==> src/common/soc_pkg.sv <==
// Single-beat 32-bit bus only; mtime and mtimecmp are 32 bits, RAM window length set at top level
`default_nettype none

package soc_pkg;

    // ------------------------------
    // Bus widths
    // ------------------------------
    localparam int unsigned ADDR_WIDTH = 32;
    localparam int unsigned DATA_WIDTH = 32;
    localparam int unsigned BE_WIDTH   = DATA_WIDTH / 8;

    // ------------------------------
    // Address map
    // ------------------------------
    localparam logic [ADDR_WIDTH-1:0] ROM_BASE     = 32'h0001_0000;
    localparam logic [ADDR_WIDTH-1:0] ROM_LENGTH   = 32'h0000_1000;
    localparam logic [ADDR_WIDTH-1:0] CLINT_BASE   = 32'h0200_0000;
    localparam logic [ADDR_WIDTH-1:0] CLINT_LENGTH = 32'h0001_0000;
    localparam logic [ADDR_WIDTH-1:0] RAM_BASE     = 32'h8000_0000;

    // Offsets inside the timer window
    localparam logic [15:0] MSIP_OFFSET     = 16'h0000;
    localparam logic [15:0] MTIMECMP_OFFSET = 16'h4000;
    localparam logic [15:0] MTIME_OFFSET    = 16'hBFF8;

    // Upper half of every boot ROM word
    localparam logic [15:0] ROM_TAG = 16'hb007;

    typedef enum logic {
        MST_CORE = 1'b0,
        MST_DBG  = 1'b1
    } mst_id_t;

    typedef enum logic [1:0] {
        TGT_NONE,
        TGT_ROM,
        TGT_RAM,
        TGT_CLINT
    } target_e;

    typedef struct packed {
        logic [ADDR_WIDTH-1:0] addr;
        logic                  we;
        logic [BE_WIDTH-1:0]   be;
        logic [DATA_WIDTH-1:0] wdata;
        mst_id_t               mst;
    } bus_req_t;

    typedef struct packed {
        logic [DATA_WIDTH-1:0] rdata;
        logic                  err;
        mst_id_t               mst;
    } bus_rsp_t;

    // Replace only the byte lanes whose enable is set
    function automatic logic [DATA_WIDTH-1:0] merge_be(
        input logic [DATA_WIDTH-1:0] old_data,
        input logic [DATA_WIDTH-1:0] new_data,
        input logic [BE_WIDTH-1:0]   be
    );
        logic [DATA_WIDTH-1:0] result;
        result = old_data;
        for (int b = 0; b < BE_WIDTH; b++) begin
            if (be[b]) begin
                result[8*b +: 8] = new_data[8*b +: 8];
            end
        end
        return result;
    endfunction

endpackage

`default_nettype wire
==> src/logic/addr_decoder.sv <==
// Targets must answer one cycle after the strobe and hold their answer until the next strobe
`timescale 1ns/100ps
`default_nettype none

module addr_decoder #(
    parameter int unsigned RAM_WORDS = 1024
) (
    input  logic                                clk_i,
    input  logic                                reset_i,
    input  soc_pkg::bus_req_t                   req_i,
    input  logic                                req_valid_i,
    output logic                                req_ready_o,
    output logic                                rom_sel_o,
    output logic                                ram_sel_o,
    output logic                                clint_sel_o,
    output soc_pkg::bus_req_t                   tgt_req_o,
    input  logic [soc_pkg::DATA_WIDTH-1:0]      rom_rdata_i,
    input  logic [soc_pkg::DATA_WIDTH-1:0]      ram_rdata_i,
    input  logic [soc_pkg::DATA_WIDTH-1:0]      clint_rdata_i,
    input  logic                                rom_err_i,
    output soc_pkg::bus_rsp_t                   rsp_o,
    output logic                                rsp_valid_o,
    input  logic                                rsp_ready_i
);

    localparam logic [soc_pkg::ADDR_WIDTH-1:0] RAM_LENGTH =
        soc_pkg::ADDR_WIDTH'(RAM_WORDS * soc_pkg::BE_WIDTH);

    soc_pkg::target_e tgt;
    soc_pkg::target_e tgt_q;
    soc_pkg::mst_id_t mst_q;
    logic             valid_q;
    logic             accept;

    // ------------------------------
    // Request stage
    // ------------------------------
    always_comb begin
        if ((req_i.addr - soc_pkg::ROM_BASE) < soc_pkg::ROM_LENGTH) begin
            tgt = soc_pkg::TGT_ROM;
        end else if ((req_i.addr - soc_pkg::RAM_BASE) < RAM_LENGTH) begin
            tgt = soc_pkg::TGT_RAM;
        end else if ((req_i.addr - soc_pkg::CLINT_BASE) < soc_pkg::CLINT_LENGTH) begin
            tgt = soc_pkg::TGT_CLINT;
        end else begin
            tgt = soc_pkg::TGT_NONE;
        end
    end

    // Pending answer moves on only when the response slice takes it
    assign req_ready_o = rsp_ready_i;
    assign accept      = req_valid_i & rsp_ready_i;

    assign rom_sel_o   = accept & (tgt == soc_pkg::TGT_ROM);
    assign ram_sel_o   = accept & (tgt == soc_pkg::TGT_RAM);
    assign clint_sel_o = accept & (tgt == soc_pkg::TGT_CLINT);
    assign tgt_req_o   = req_i;

    always_ff @(posedge clk_i) begin
        if (reset_i) begin
            valid_q <= 1'b0;
        end else if (rsp_ready_i) begin
            valid_q <= req_valid_i;
        end
    end

    always_ff @(posedge clk_i) begin
        if (accept) begin
            tgt_q <= tgt;
            mst_q <= req_i.mst;
        end
    end

    // ------------------------------
    // Response merge
    // ------------------------------
    always_comb begin
        rsp_o.rdata = '0;
        rsp_o.err   = 1'b0;
        rsp_o.mst   = mst_q;
        case (tgt_q)
            soc_pkg::TGT_ROM: begin
                rsp_o.rdata = rom_rdata_i;
                rsp_o.err   = rom_err_i;
            end
            soc_pkg::TGT_RAM:   rsp_o.rdata = ram_rdata_i;
            soc_pkg::TGT_CLINT: rsp_o.rdata = clint_rdata_i;
            default:            rsp_o.err   = 1'b1;
        endcase
    end

    assign rsp_valid_o = valid_q;

endmodule

`default_nettype wire

==> config.mk <==
export PLATFORM = sky130hd
export DESIGN_NAME = addr_decoder
export DESIGN_NICKNAME = d
export VERILOG_FILES = /design/src/common/soc_pkg.sv /design/src/logic/addr_decoder.sv
export SDC_FILE = /design/constraint.sdc
export NUM_CORES = 1
export LEC_CHECK = 0
export ABC_AREA = 0
export BUFFER_PORTS_ARGS = -buffer_cell sky130_fd_sc_hd__buf_4
export CAP_MARGIN = 20
export CORE_AREA = 2 2 109 111
export DETAILED_ROUTE_END_ITERATION = 6
export DIE_AREA = 0 0 111 113
export GPL_TIMING_DRIVEN = 0
export PLACE_DENSITY = 0.58
export SETUP_SLACK_MARGIN = 0.4
export SYNTH_ARGS = -nofsm -noshare
export SYNTH_HDL_FRONTEND = slang
export SYNTH_SLANG_ARGS = --single-unit
==> constraint.sdc <==
create_clock -name clk_i -period 1.97 [get_ports clk_i]
set_input_delay 0.394 -clock clk_i [delete_from_list [all_inputs] [get_ports clk_i]]
set_output_delay 0.394 -clock clk_i [all_outputs]
set_load 0.02 [all_outputs]
-- Word level (Yosys, flattened, before mapping)
Index checks and enable logic that the tools add are counted.
W data, S select, Z words.
- input bits: 171
- word-level logic and storage cells: 25
- flip-flop bits (word level): 4
- output and inout port bits: 109
- bitwise gates (word level): 4
- muxes and demuxes: 5
- magnitude comparators: 3
- reductions and logical operators: 1
- equality and inequality tests: 6
- add/subtract/negate cells: 3
- operator list (operator ; count):
    $pmux W32 S3 ; 1
    $lt A32 B13 Y1 const B ; 2
    $lt A32 B17 Y1 const B ; 1
    $sub A32 B17 Y32 const B ; 1
    $sub A32 B26 Y32 const B ; 1
    $sub A32 B32 Y32 const B ; 1
    $eq A2 B2 Y1 const B ; 4
    $mux W2 ; 3
    $and A1 B1 Y1 ; 4
    $eq A2 B1 Y1 const B ; 2
    $pmux W1 S2 ; 1
    $reduce_or A2 Y1 ; 1

-- Longest topological paths before layout
Gate-level depths: netlist of the first run.
- depth after elaboration: 7
- gate-level depth with buffers: 6
- mapped depth without buffers: 6

-- Worst setup path before layout of the first run
No wires, ideal clock.
- path type: input -> output
- start point: input port req_i[63] (netlist name)
- end point: output port rom_sel_o
- setup slack: -0.070 ns
- data required time: 1.576 ns
- stages: 6
- arrival time: 1.646 ns
- buffers on the path: 0
- path through: inv_1 ha_1 nor2b_1 a211o_1 a221o_1 nor2_1
- cells in the longest elaborated chain, start to end: 7
- elaborated cells on any way between the ends: 11
- those cells by class: 3 x add/sub; 3 x order compare; 1 x eq/ne; 3 x mux; 1 x bitwise
- ends and longest elaborated chain (element ; line ; source):
    start, declared ; addr_decoder.sv:10 ; input soc_pkg::bus_req_t req_i,
    $sub A32 B26 Y32 ; addr_decoder.sv:43 ; end else if ((req_i.addr - soc_pkg::CLINT_BASE) < soc_pkg::CLINT_LENGTH) begin
    $lt A32 B17 Y1 ; addr_decoder.sv:43 ;
    $mux W2 ; addr_decoder.sv:43 ;
    $mux W2 ; addr_decoder.sv:41 ; end else if ((req_i.addr - soc_pkg::RAM_BASE) < RAM_LENGTH) begin
    $mux W2 * ; addr_decoder.sv:39 ; if ((req_i.addr - soc_pkg::ROM_BASE) < soc_pkg::ROM_LENGTH) begin
    $eq A2 B1 Y1 * ; addr_decoder.sv:54 ; assign rom_sel_o = accept & (tgt == soc_pkg::TGT_ROM);
    $and A1 B1 Y1 * ; addr_decoder.sv:54 ;
    end, declared ; addr_decoder.sv:13 ; output logic rom_sel_o,
Mark *: on every way between the ends. The rest lies on a longest branch, timed or not.

-- Final worst setup path of the first run
- start point: input port req_i[53] (netlist name)
- end point: output port ram_sel_o
- cells in the longest elaborated chain, start to end: 7
- elaborated cells on any way between the ends: 11
- those cells by class: 3 x add/sub; 3 x order compare; 1 x eq/ne; 3 x mux; 1 x bitwise
- ends and longest elaborated chain (element ; line ; source):
    $sub A32 B26 Y32 ; addr_decoder.sv:43 ;
    $lt A32 B17 Y1 ; addr_decoder.sv:43 ;
    $mux W2 ; addr_decoder.sv:43 ;
    $mux W2 ; addr_decoder.sv:41 ;
    $mux W2 * ; addr_decoder.sv:39 ;
    $eq A2 B2 Y1 * ; addr_decoder.sv:55 ; assign ram_sel_o = accept & (tgt == soc_pkg::TGT_RAM);
    $and A1 B1 Y1 * ; addr_decoder.sv:55 ;
    end, declared ; addr_decoder.sv:14 ; output logic ram_sel_o,
Marked as above.

==> results of run 1 <==
==> routing by layer <==
layer / up-vias / wire length (um)
met2: 148 / 4420
met4: 0 / 27
met3: 2 / 694
li1: 1102 / -
met5: - / 0
met1: 1044 / 2900
==> state kept, by name, summed over array words and instances, names as in the netlist <==
signal       count
tgt_q            2
mst_q            1
rsp_valid_o      1
==> Yosys cell counts (2+ instances only) <==
cell / count / area (um2)
a22o_1: 32 / 280
nand2_1: 3 / 11.3
buf_2: 6 / 30.0
buf_4: 72 / 541
edfxtp_1: 3 / 90.1
mux2_2: 32 / 360
a21oi_1: 3 / 15.0
clkbuf_1: 6 / 22.5
inv_1: 4 / 15.0
nor2_1: 7 / 26.3
nor4_1: 2 / 12.5
nor2b_1: 2 / 12.5
ha_1: 2 / 25.0
nand3_1: 3 / 15.0
==> area by class of cell <==
class	instances	area, um2
Buffer	84	733
Clock buffer	4	78.8
Fill cell	1077	6760
Inverter	4	20.0
Multi-Input combinational cell	96	1260
Sequential cell	4	110
Tap cell	143	179
Timing Repair Buffer	244	2130
==> power by group <==
part / internal, mW / switching [mW] / total, mW / leakage, nW
Sequential: 0.0959 / 0.00174 / 0.0976 / 0.0339
Combinational: 0.709 / 0.464 / 1.17 / 2.23
Clock: 0.268 / 0.0608 / 0.328 / 0.0382
==> worst min-delay path by stage <==
stage                             end  slack (ns)   startpoint
final                     rsp_valid_o        0.33      reset_i
after global placement    rsp_valid_o        0.46  rsp_valid_o
after detailed placement  rsp_valid_o        0.47  rsp_valid_o
after global routing      rsp_valid_o        0.34      reset_i
after CTS                 rsp_valid_o        0.33      reset_i
after floorplan           rsp_valid_o        0.46      reset_i
==> through the flow <==
step | power, mW | hold slack [ns] | setup TNS (ns) | instance area (um2)
finish | 1.60 | 0.329 | -2.16 | 4510
global route | 1.67 | 0.337 | -3.60 | 4510
CTS | 1.59 | 0.325 | -2.24 | 4390
detailed placement | 1.13 | 0.470 | -0.337 | 3850
global placement | 1.12 | 0.460 | -0.328 | 3850
floorplan | 0.664 | 0.463 | 0 | 1950
==> repair_timing <==
action | 4_1_cts | 5_1_grt
gates cloned | 3 | 2
setup endpoints to repair | 38 | 38
buffers inserted | 8 | 1
gates resized for setup | 74 | 17
pin swaps | 16 | 3
==> cells by family (layout without fill, tap and decap cells) <==
logic type	Yosys count	after routing
buffers and inverters	88	336
and+or+nand+nor	23	23
DFF	4	4
adders and majority gates	2	2
muxes	32	32
AOI/OAI and AO/OA	38	38
xor gates and xnor gates	1	1
==> impl_metrics.json, run 1 <==
{
  "cp_max_fo": 2,
  "drv_slew": 0,
  "rr_startpoint": "rsp_valid_o",
  "critical-path-top-delay-family": "simple AND/OR/NAND/NOR gates",
  "path_class": "input pin to output pin",
  "gp_congestion": 0.801,
  "cpMaxStageDelayCell": "or4b_4",
  "hold_buffers": 0,
  "ff2ff_setup_slack_ns": 1.37,
  "postSynthCellCount": 188,
  "ant_nets": 0,
  "fin_nets": 610,
  "cts_tree": "yes",
  "finalWorstSetupSlack_ns": -0.120,
  "violations": "setup timing",
  "drc_errors": 0,
  "num_io_pins": 280,
  "synth-simple-area-share_pct": 8.04,
  "min_path_cells": 2,
  "crit_top_cell": "buf_6",
  "hold_path_class": "input pin to flip-flop",
  "die_h_um": 113,
  "p_leak_nw": 2.30,
  "async_reset_ff_share_pct": 0,
  "n_antenna_cell": 0,
  "skew_ns": 0,
  "synth_cell_types": 25,
  "die_area_mm2": 0.0125,
  "final_core_util_pct": 40.0,
  "synth_compound_area_share_pct": 20.5,
  "use_met2_pct": 21.7,
  "antenna_found_initial": 0,
  "hold_viol": 0,
  "die_x_um": 111,
  "syn_area_mm2": 0.00156,
  "crit_start": "req_i[53]",
  "worstPathArrival_ns": 1.70,
  "yosys_warnings": 0,
  "first_pass_iters": 4,
  "dp.cells": 561,
  "maxCapViolCount": 0,
  "avgSynthCellArea_um2": 8.28,
  "max_freq_mhz": 478,
  "syn_nets": 361,
  "powerDensity_mw_per_mm2": 354,
  "muxShareOfSynthArea_pct": 23.2,
  "areaGrowthSynthToFinish_pct": 190,
  "reg2reg_depth": 2,
  "cts.sinks": 4,
  "synth_seq_area_share_pct": 7.07,
  "grt_util_met3_pct": 2.62,
  "slowest_delay_ns": 0.55,
  "regToRegEndpoint": "rsp_valid_o",
  "relSlewSlack_pct": 77.0,
  "synthAdderAreaFrac_pct": 1.61,
  "ys_ff_latch": 4,
  "end_kind": "output pin",
  "tightestPinTransition_ns": 0.346,
  "start_util_pct": 13.8,
  "crit_end": "ram_sel_o",
  "ctsHtreeMaxLevel": 1,
  "final_cell_mix": "buf_4, buf_6, a22o_4, mux2_2, clkbuf_16",
  "drt_iter0_drc": 67,
  "final-instance-count-excl-fill": 579,
  "groute.layer.met1.usage_pct": 12.3,
  "path_cells": "buf_6, nor4_4, nand3_1, or4b_4, nor2_4, buf_6",
  "grt_pass1_vias": 2349,
  "min_period_ns": 2.09,
  "io_buffer_count": 230,
  "drive_gt1_share_pct": 94.3,
  "worst_setup_path_start_kind": "input pin",
  "synth_edf_count": 3,
  "clk_pin_slew_ns": 0.03,
  "worst-path-stages": 6,
  "final_common_cell": "buf_4",
  "ir_drop_mv": 0.202,
  "coreArea_mm2": 0.0113,
  "wl_um": 8040,
  "grt_busiest_layer": "met2",
  "cts-root-buf": "clkbuf_16",
  "insertion_delay_ns": 0.22,
  "rsz0062_at_grt": "yes",
  "pre_cts_slack_ns": -0.175,
  "cts_buffers": 3,
  "cts_buffer_depth": 2,
  "cp_num_buf_inv": 2,
  "status": "finished with violations",
  "setup_viol": 34,
  "synth_xor_area_share_pct": 0.563,
  "ys.flop_type": "edfxtp_1",
  "grt_usage_pct": 11.1,
  "rows": 39,
  "hpwl_um": 6460,
  "period_share_pct": 106,
  "grt_pass1_wl_um": 11500,
  "synth_top_family_by_area": "buffers and inverters",
  "grt_max_degree": 11,
  "via_per_inst": 3.97,
  "required_ns": 1.58,
  "wire_per_inst_um": 13.9,
  "vias": 2296,
  "grt.overflow.total": 0
}
No activity file was read; power rests on OpenSTA's default activity.
==> inputs of run 2 (changes only) <==
==> constraint.sdc (replaced) <==
create_clock -name clk_i -period 1.97 [get_ports clk_i]
set_input_delay 0.2955 -clock clk_i [delete_from_list [all_inputs] [get_ports clk_i]]
set_output_delay 0.2955 -clock clk_i [all_outputs]
set_load 0.02 [all_outputs]
==> run 2 against run 1 <==
  * Die area did not move
  * Critical path type unchanged
  * Total power fell by 9.3%
  * Wire length fell by 5.1%
  * Critical path depth did not move
  * Cell count fell by 1.2%
  * Cell area fell by 11%
  * The run now ends clean
  * Clock power fell by 1%
  * Critical endpoint unchanged
  * Sequential share of layout area rose by 0.31 points
  * Fmax rose by 12%
  * Hold slack got worse by 0.11 ns
  * Clock-buffer cell count did not move
  * Non-clock buffer count fell by 7
==> impl_metrics.json, run 2 (synthesis gave the netlist of run 1 again) <==
{
  "ir_drop_mv": 0.398,
  "groute.layer.met1.usage_pct": 10.8,
  "ant_nets": 0,
  "drc_errors": 0,
  "drv_slew": 0,
  "min_path_cells": 2,
  "required_ns": 1.67,
  "hpwl_um": 6300,
  "fin_nets": 603,
  "finalHoldWorstSlack_ns": 0.223,
  "powerDensity_mw_per_mm2": 362,
  "grt_busiest_layer": "met2",
  "largest_reg_flops": 2,
  "n_antenna_cell": 0,
  "cts_buffer_depth": 2,
  "rows": 39,
  "clk_pin_slew_ns": 0.03,
  "drt_iter0_drc": 72,
  "tns_ns": 0,
  "start_util_pct": 13.8,
  "die_x_um": 111,
  "hold_start": "reset_i",
  "use_met2_pct": 21.9,
  "grt_max_degree": 11,
  "ctsHtreeMaxLevel": 1,
  "insertion_delay_ns": 0.22,
  "skew_ns": 0,
  "max_freq_mhz": 536,
  "die_area_mm2": 0.0125,
  "setup_viol": 0,
  "maxCapViolCount": 0,
  "nFillCells": 1164,
  "tightestPinTransition_ns": 0.434,
  "reg2reg_depth": 2,
  "vias": 2209,
  "final_common_cell": "buf_4",
  "rsz0062_at_grt": "yes",
  "grt_pass1_wl_um": 11100,
  "p_leak_nw": 2.09,
  "coreArea_mm2": 0.0113,
  "grt_usage_pct": 10.4,
  "worstPathArrival_ns": 1.57,
  "first_pass_iters": 4,
  "status": "complete, no violations",
  "num_io_pins": 280,
  "die_h_um": 113,
  "regArea_um2": 110,
  "regToRegEndpoint": "rsp_valid_o",
  "cts_buffers": 3,
  "grt_util_met3_pct": 2.25,
  "areaGrowthSynthToFinish_pct": 157,
  "gp_congestion": 0.838,
  "io_buffer_count": 230,
  "worst_setup_path_start_kind": "input pin",
  "period_share_pct": 94.7,
  "path_class": "input pin to output pin",
  "hold_path_class": "input pin to flip-flop",
  "relSlewSlack_pct": 71.1,
  "drive_gt1_share_pct": 86.5,
  "cts-root-buf": "clkbuf_16",
  "hold_viol": 0,
  "largest-register": "tgt_q",
  "grt_pass1_vias": 2279,
  "final_cell_mix": "buf_4, buf_6, mux2_2, a22o_1, buf_8",
  "multiInputGateArea_um2": 952,
  "cp_max_fo": 3,
  "rr_startpoint": "rsp_valid_o",
  "end_kind": "output pin",
  "hold_path_end": "rsp_valid_o",
  "cts.sinks": 4,
  "ff2ff_setup_slack_ns": 1.40,
  "grt.overflow.total": 0,
  "wl_um": 7630,
  "wire_per_inst_um": 13.3,
  "min_period_ns": 1.86,
  "via_per_inst": 3.86,
  "cts_tree": "yes",
  "antenna_found_initial": 0
}
-- run 2: worst max-delay path by stage --
stage | start | to | slack, ns
final | req_i[58] | ram_sel_o | 0.11
after global routing | req_i[58] | ram_sel_o | 0.06
after CTS | req_i[53] | ram_sel_o | 0.06
after detailed placement | req_i[63] | ram_sel_o | 0.02
after global placement | req_i[63] | ram_sel_o | 0.04
after floorplan | req_i[63] | rom_sel_o | 0.32
-- run 2: worst max-delay path, cell delays in order --
cell,delay (ns)
buf_6,0.10
nor4_4,0.28
nand3_2,0.12
or4b_4,0.55
nor2_4,0.10
buf_6,0.12
-- run 2: final cells by class --
type / count / area share, %
multi-input combinational: 96 / 23.8
tap: 143 / 4.47
inverter: 4 / 0.500
buffer: 84 / 17.1
sequential: 4 / 2.75
timing repair buffer: 237 / 49.4
clock buffer: 4 / 1.97
-- run 2: stage by stage --
step | util [%] | power (mW) | instance area, um2 | worst slack (ns) | cells
3_5_place_dp | 31.4 | 1.02 | 3530 | 0.0176 | 561
2_1_floorplan | - | 0.574 | 1630 | 0.322 | 188
5_1_grt | 35.5 | 1.52 | 4010 | 0.0591 | 572
6_report | 35.5 | 1.45 | 4010 | 0.105 | 572
4_1_cts | 34.2 | 1.42 | 3860 | 0.0648 | 569
3_3_place_gp | 31.4 | 1.02 | 3530 | 0.0396 | 561
-- run 2: timing repair --
item                       CTS  global route
setup endpoints to repair   36            36
pin swaps                   22            23
buffers inserted             3             1
hold buffers                 0             0
resized for setup           58            28
gates cloned                 1             2
-- run 2: power breakdown --
group / internal (mW) / total [mW] / leakage, nW / switching, mW
logic: 0.607 / 1.03 / 2.01 / 0.421
registers: 0.0959 / 0.0977 / 0.0339 / 0.00184
clock network: 0.267 / 0.324 / 0.0382 / 0.0569
total: 0.970 / 1.45 / 2.09 / 0.479
-- run 2: per-layer routing --
layer  part of all wire [%]  vias up
met5                      0        -
met4                   0.60        0
met3                    7.1        4
met2                     59      125
met1                     33      995
li1                       -     1085
==> inputs of run 3 (changes only) <==
- BUFFER_PORTS_ARGS: -buffer_cell sky130_fd_sc_hd__buf_4 -> unset
- CORE_AREA: 2 2 109 111 -> 2 2 108 110
- DIE_AREA: 0 0 111 113 -> 0 0 110 112
- DONT_BUFFER_PORTS: unset -> 1
- GPL_TIMING_DRIVEN: 0 -> unset
- PLACE_DENSITY: 0.58 -> 0.37
==> run 3 against run 2 <==
  * Non-clock buffer count is 311 lower
  * Core utilization is 20 points lower
  * Cell area is 57% lower
  * Setup slack better by 0.083 ns
  * Cell count is 54% lower
  * Total power is 43% lower
  * Clock power hardly changed
  * Flip-flop and latch count stayed put
  * Clock skew stayed put
  * Combinational power is 61% lower
  * Hold slack worse by 0.084 ns
  * Clock-buffer cell count stayed put
  * Largest cell class is now multi-input combinational cells
  * Highest routed layer unchanged
==> impl_metrics.json, run 3 (synthesis gave the netlist of run 1 again) <==
{
  "final-instance-count-excl-fill": 261,
  "relSlewSlack_pct": 81.5,
  "multiInputGateArea_mm2": 0.00116,
  "grt_usage_pct": 7.68,
  "n_antenna_cell": 0,
  "hold_viol": 0,
  "skew_ns": 0,
  "tns_ns": 0,
  "insertion_delay_ns": 0.22,
  "via_per_inst": 4.33,
  "antenna_found_initial": 0,
  "hold_path_class": "input pin to flip-flop",
  "min_path_cells": 1,
  "regToRegEndpoint": "rsp_valid_o",
  "cts-root-buf": "clkbuf_16",
  "drc_errors": 0,
  "period_share_pct": 90.4,
  "first_pass_iters": 4,
  "tightestPinTransition_ns": 0.278,
  "cts.sinks": 4,
  "path_class": "flip-flop to output pin",
  "required_ns": 1.67,
  "maxCapViolCount": 0,
  "drive_gt1_share_pct": 78.0,
  "vias": 1129,
  "largest_reg_flops": 2,
  "final_cell_mix": "mux2_2, a22o_4, a22o_2, nor2_1, buf_12",
  "dp.cells": 253,
  "ant_nets": 0,
  "regArea_um2": 110,
  "p_leak_nw": 0.622,
  "ctsHtreeMaxLevel": 1,
  "max_freq_mhz": 561,
  "grt_pass1_vias": 1179,
  "worst_setup_path_start_kind": "flip-flop",
  "rsz0062_at_grt": "yes",
  "largest-register": "tgt_q",
  "hold_path_end": "rsp_valid_o",
  "drt_iter0_drc": 24,
  "grt.overflow.total": 0,
  "setup_viol": 0,
  "cts_tree": "yes",
  "die_area_mm2": 0.0123,
  "start_util_pct": 13.9,
  "nFillCells": 1241,
  "grt_max_degree": 34,
  "hpwl_um": 3860,
  "grt_pass1_wl_um": 7040,
  "powerDensity_mw_per_mm2": 482,
  "die_h_um": 112,
  "worstPathArrival_ns": 1.49,
  "cts_buffer_depth": 2,
  "die_x_um": 110,
  "final_core_util_pct": 15.4,
  "clk_pin_slew_ns": 0.03,
  "hold_start": "reset_i",
  "num_io_pins": 280,
  "min_period_ns": 1.78,
  "wire_per_inst_um": 19.5,
  "reg2reg_depth": 2,
  "cp_max_fo": 11,
  "io_buffer_count": 0,
  "wl_um": 5100,
  "final_common_cell": "mux2_2",
  "fin_nets": 292,
  "rows": 39,
  "status": "complete, no violations",
  "rr_startpoint": "rsp_valid_o",
  "cts_buffers": 3,
  "end_kind": "output pin",
  "drv_slew": 0,
  "coreArea_mm2": 0.0112,
  "ir_drop_mv": 0.447,
  "ff2ff_setup_slack_ns": 1.25,
  "areaGrowthSynthToFinish_pct": 10.5,
  "gp_congestion": 0.608
}
[run 3: per-stage QoR]
step / total power, mW / worst slack, ns / hold slack, ns / area, um2
after global routing: 0.870 / 0.138 / 0.138 / 1720
final: 0.828 / 0.189 / 0.139 / 1720
after detailed placement: 0.400 / 0.179 / 0.371 / 1270
after global placement: 0.399 / 0.195 / 0.366 / 1270
after CTS: 0.812 / 0.171 / 0.137 / 1630
after floorplan: 0.574 / 0.322 / 0.365 / 1630
[run 3: critical path, cell delays in order, from the launching register on]
cell	delay, ns
edfxtp_1	0.40
buf_12	0.17
buf_16	0.15
mux2_4	0.30
a22o_4	0.25
[run 3: layout make-up]
class | count | area share [%]
clock buffer | 4 | 4.59
timing repair buffer | 10 | 10.3
multi-input combinational | 96 | 67.5
inverter | 4 | 0.873
sequential | 4 | 6.40
tap | 143 | 10.4
[run 3: power breakdown]
group | total (mW) | switching, mW | internal [mW]
clock | 0.324 | 0.0567 | 0.267
sequential | 0.103 | 0.00723 | 0.0962
combinational | 0.401 | 0.202 | 0.199
[run 3: worst max-delay path by stage]
| stage | depth (start not counted) | slack (ns) | end | startpoint |
|---|---|---|---|---|
| final | 4 | 0.19 | rsp_o[24] | tgt_q[1] |
| after global routing | 4 | 0.14 | rsp_o[31] | tgt_q[1] |
| after CTS | 4 | 0.17 | rsp_o[24] | tgt_q[1] |
| after detailed placement | 4 | 0.18 | ram_sel_o | req_i[63] |
| after global placement | 4 | 0.20 | ram_sel_o | req_i[63] |
| after floorplan | 6 | 0.32 | rom_sel_o | req_i[63] |
[run 3: layer usage]
layer  GRT usage (%)  share of wire (%)
met1            9.04                 37
met2            12.6                 51
met3            3.45                 12
met4            1.86               0.78
met5               0                  0
[run 3: what timing repair did]
item / CTS / global route
endpoints found under the setup margin: 35 / 36
pin swaps: 4 / 4
gates cloned: 2 / 0
hold buffers: 0 / 0
setup buffers: 2 / 0
gates resized for setup: 37 / 21
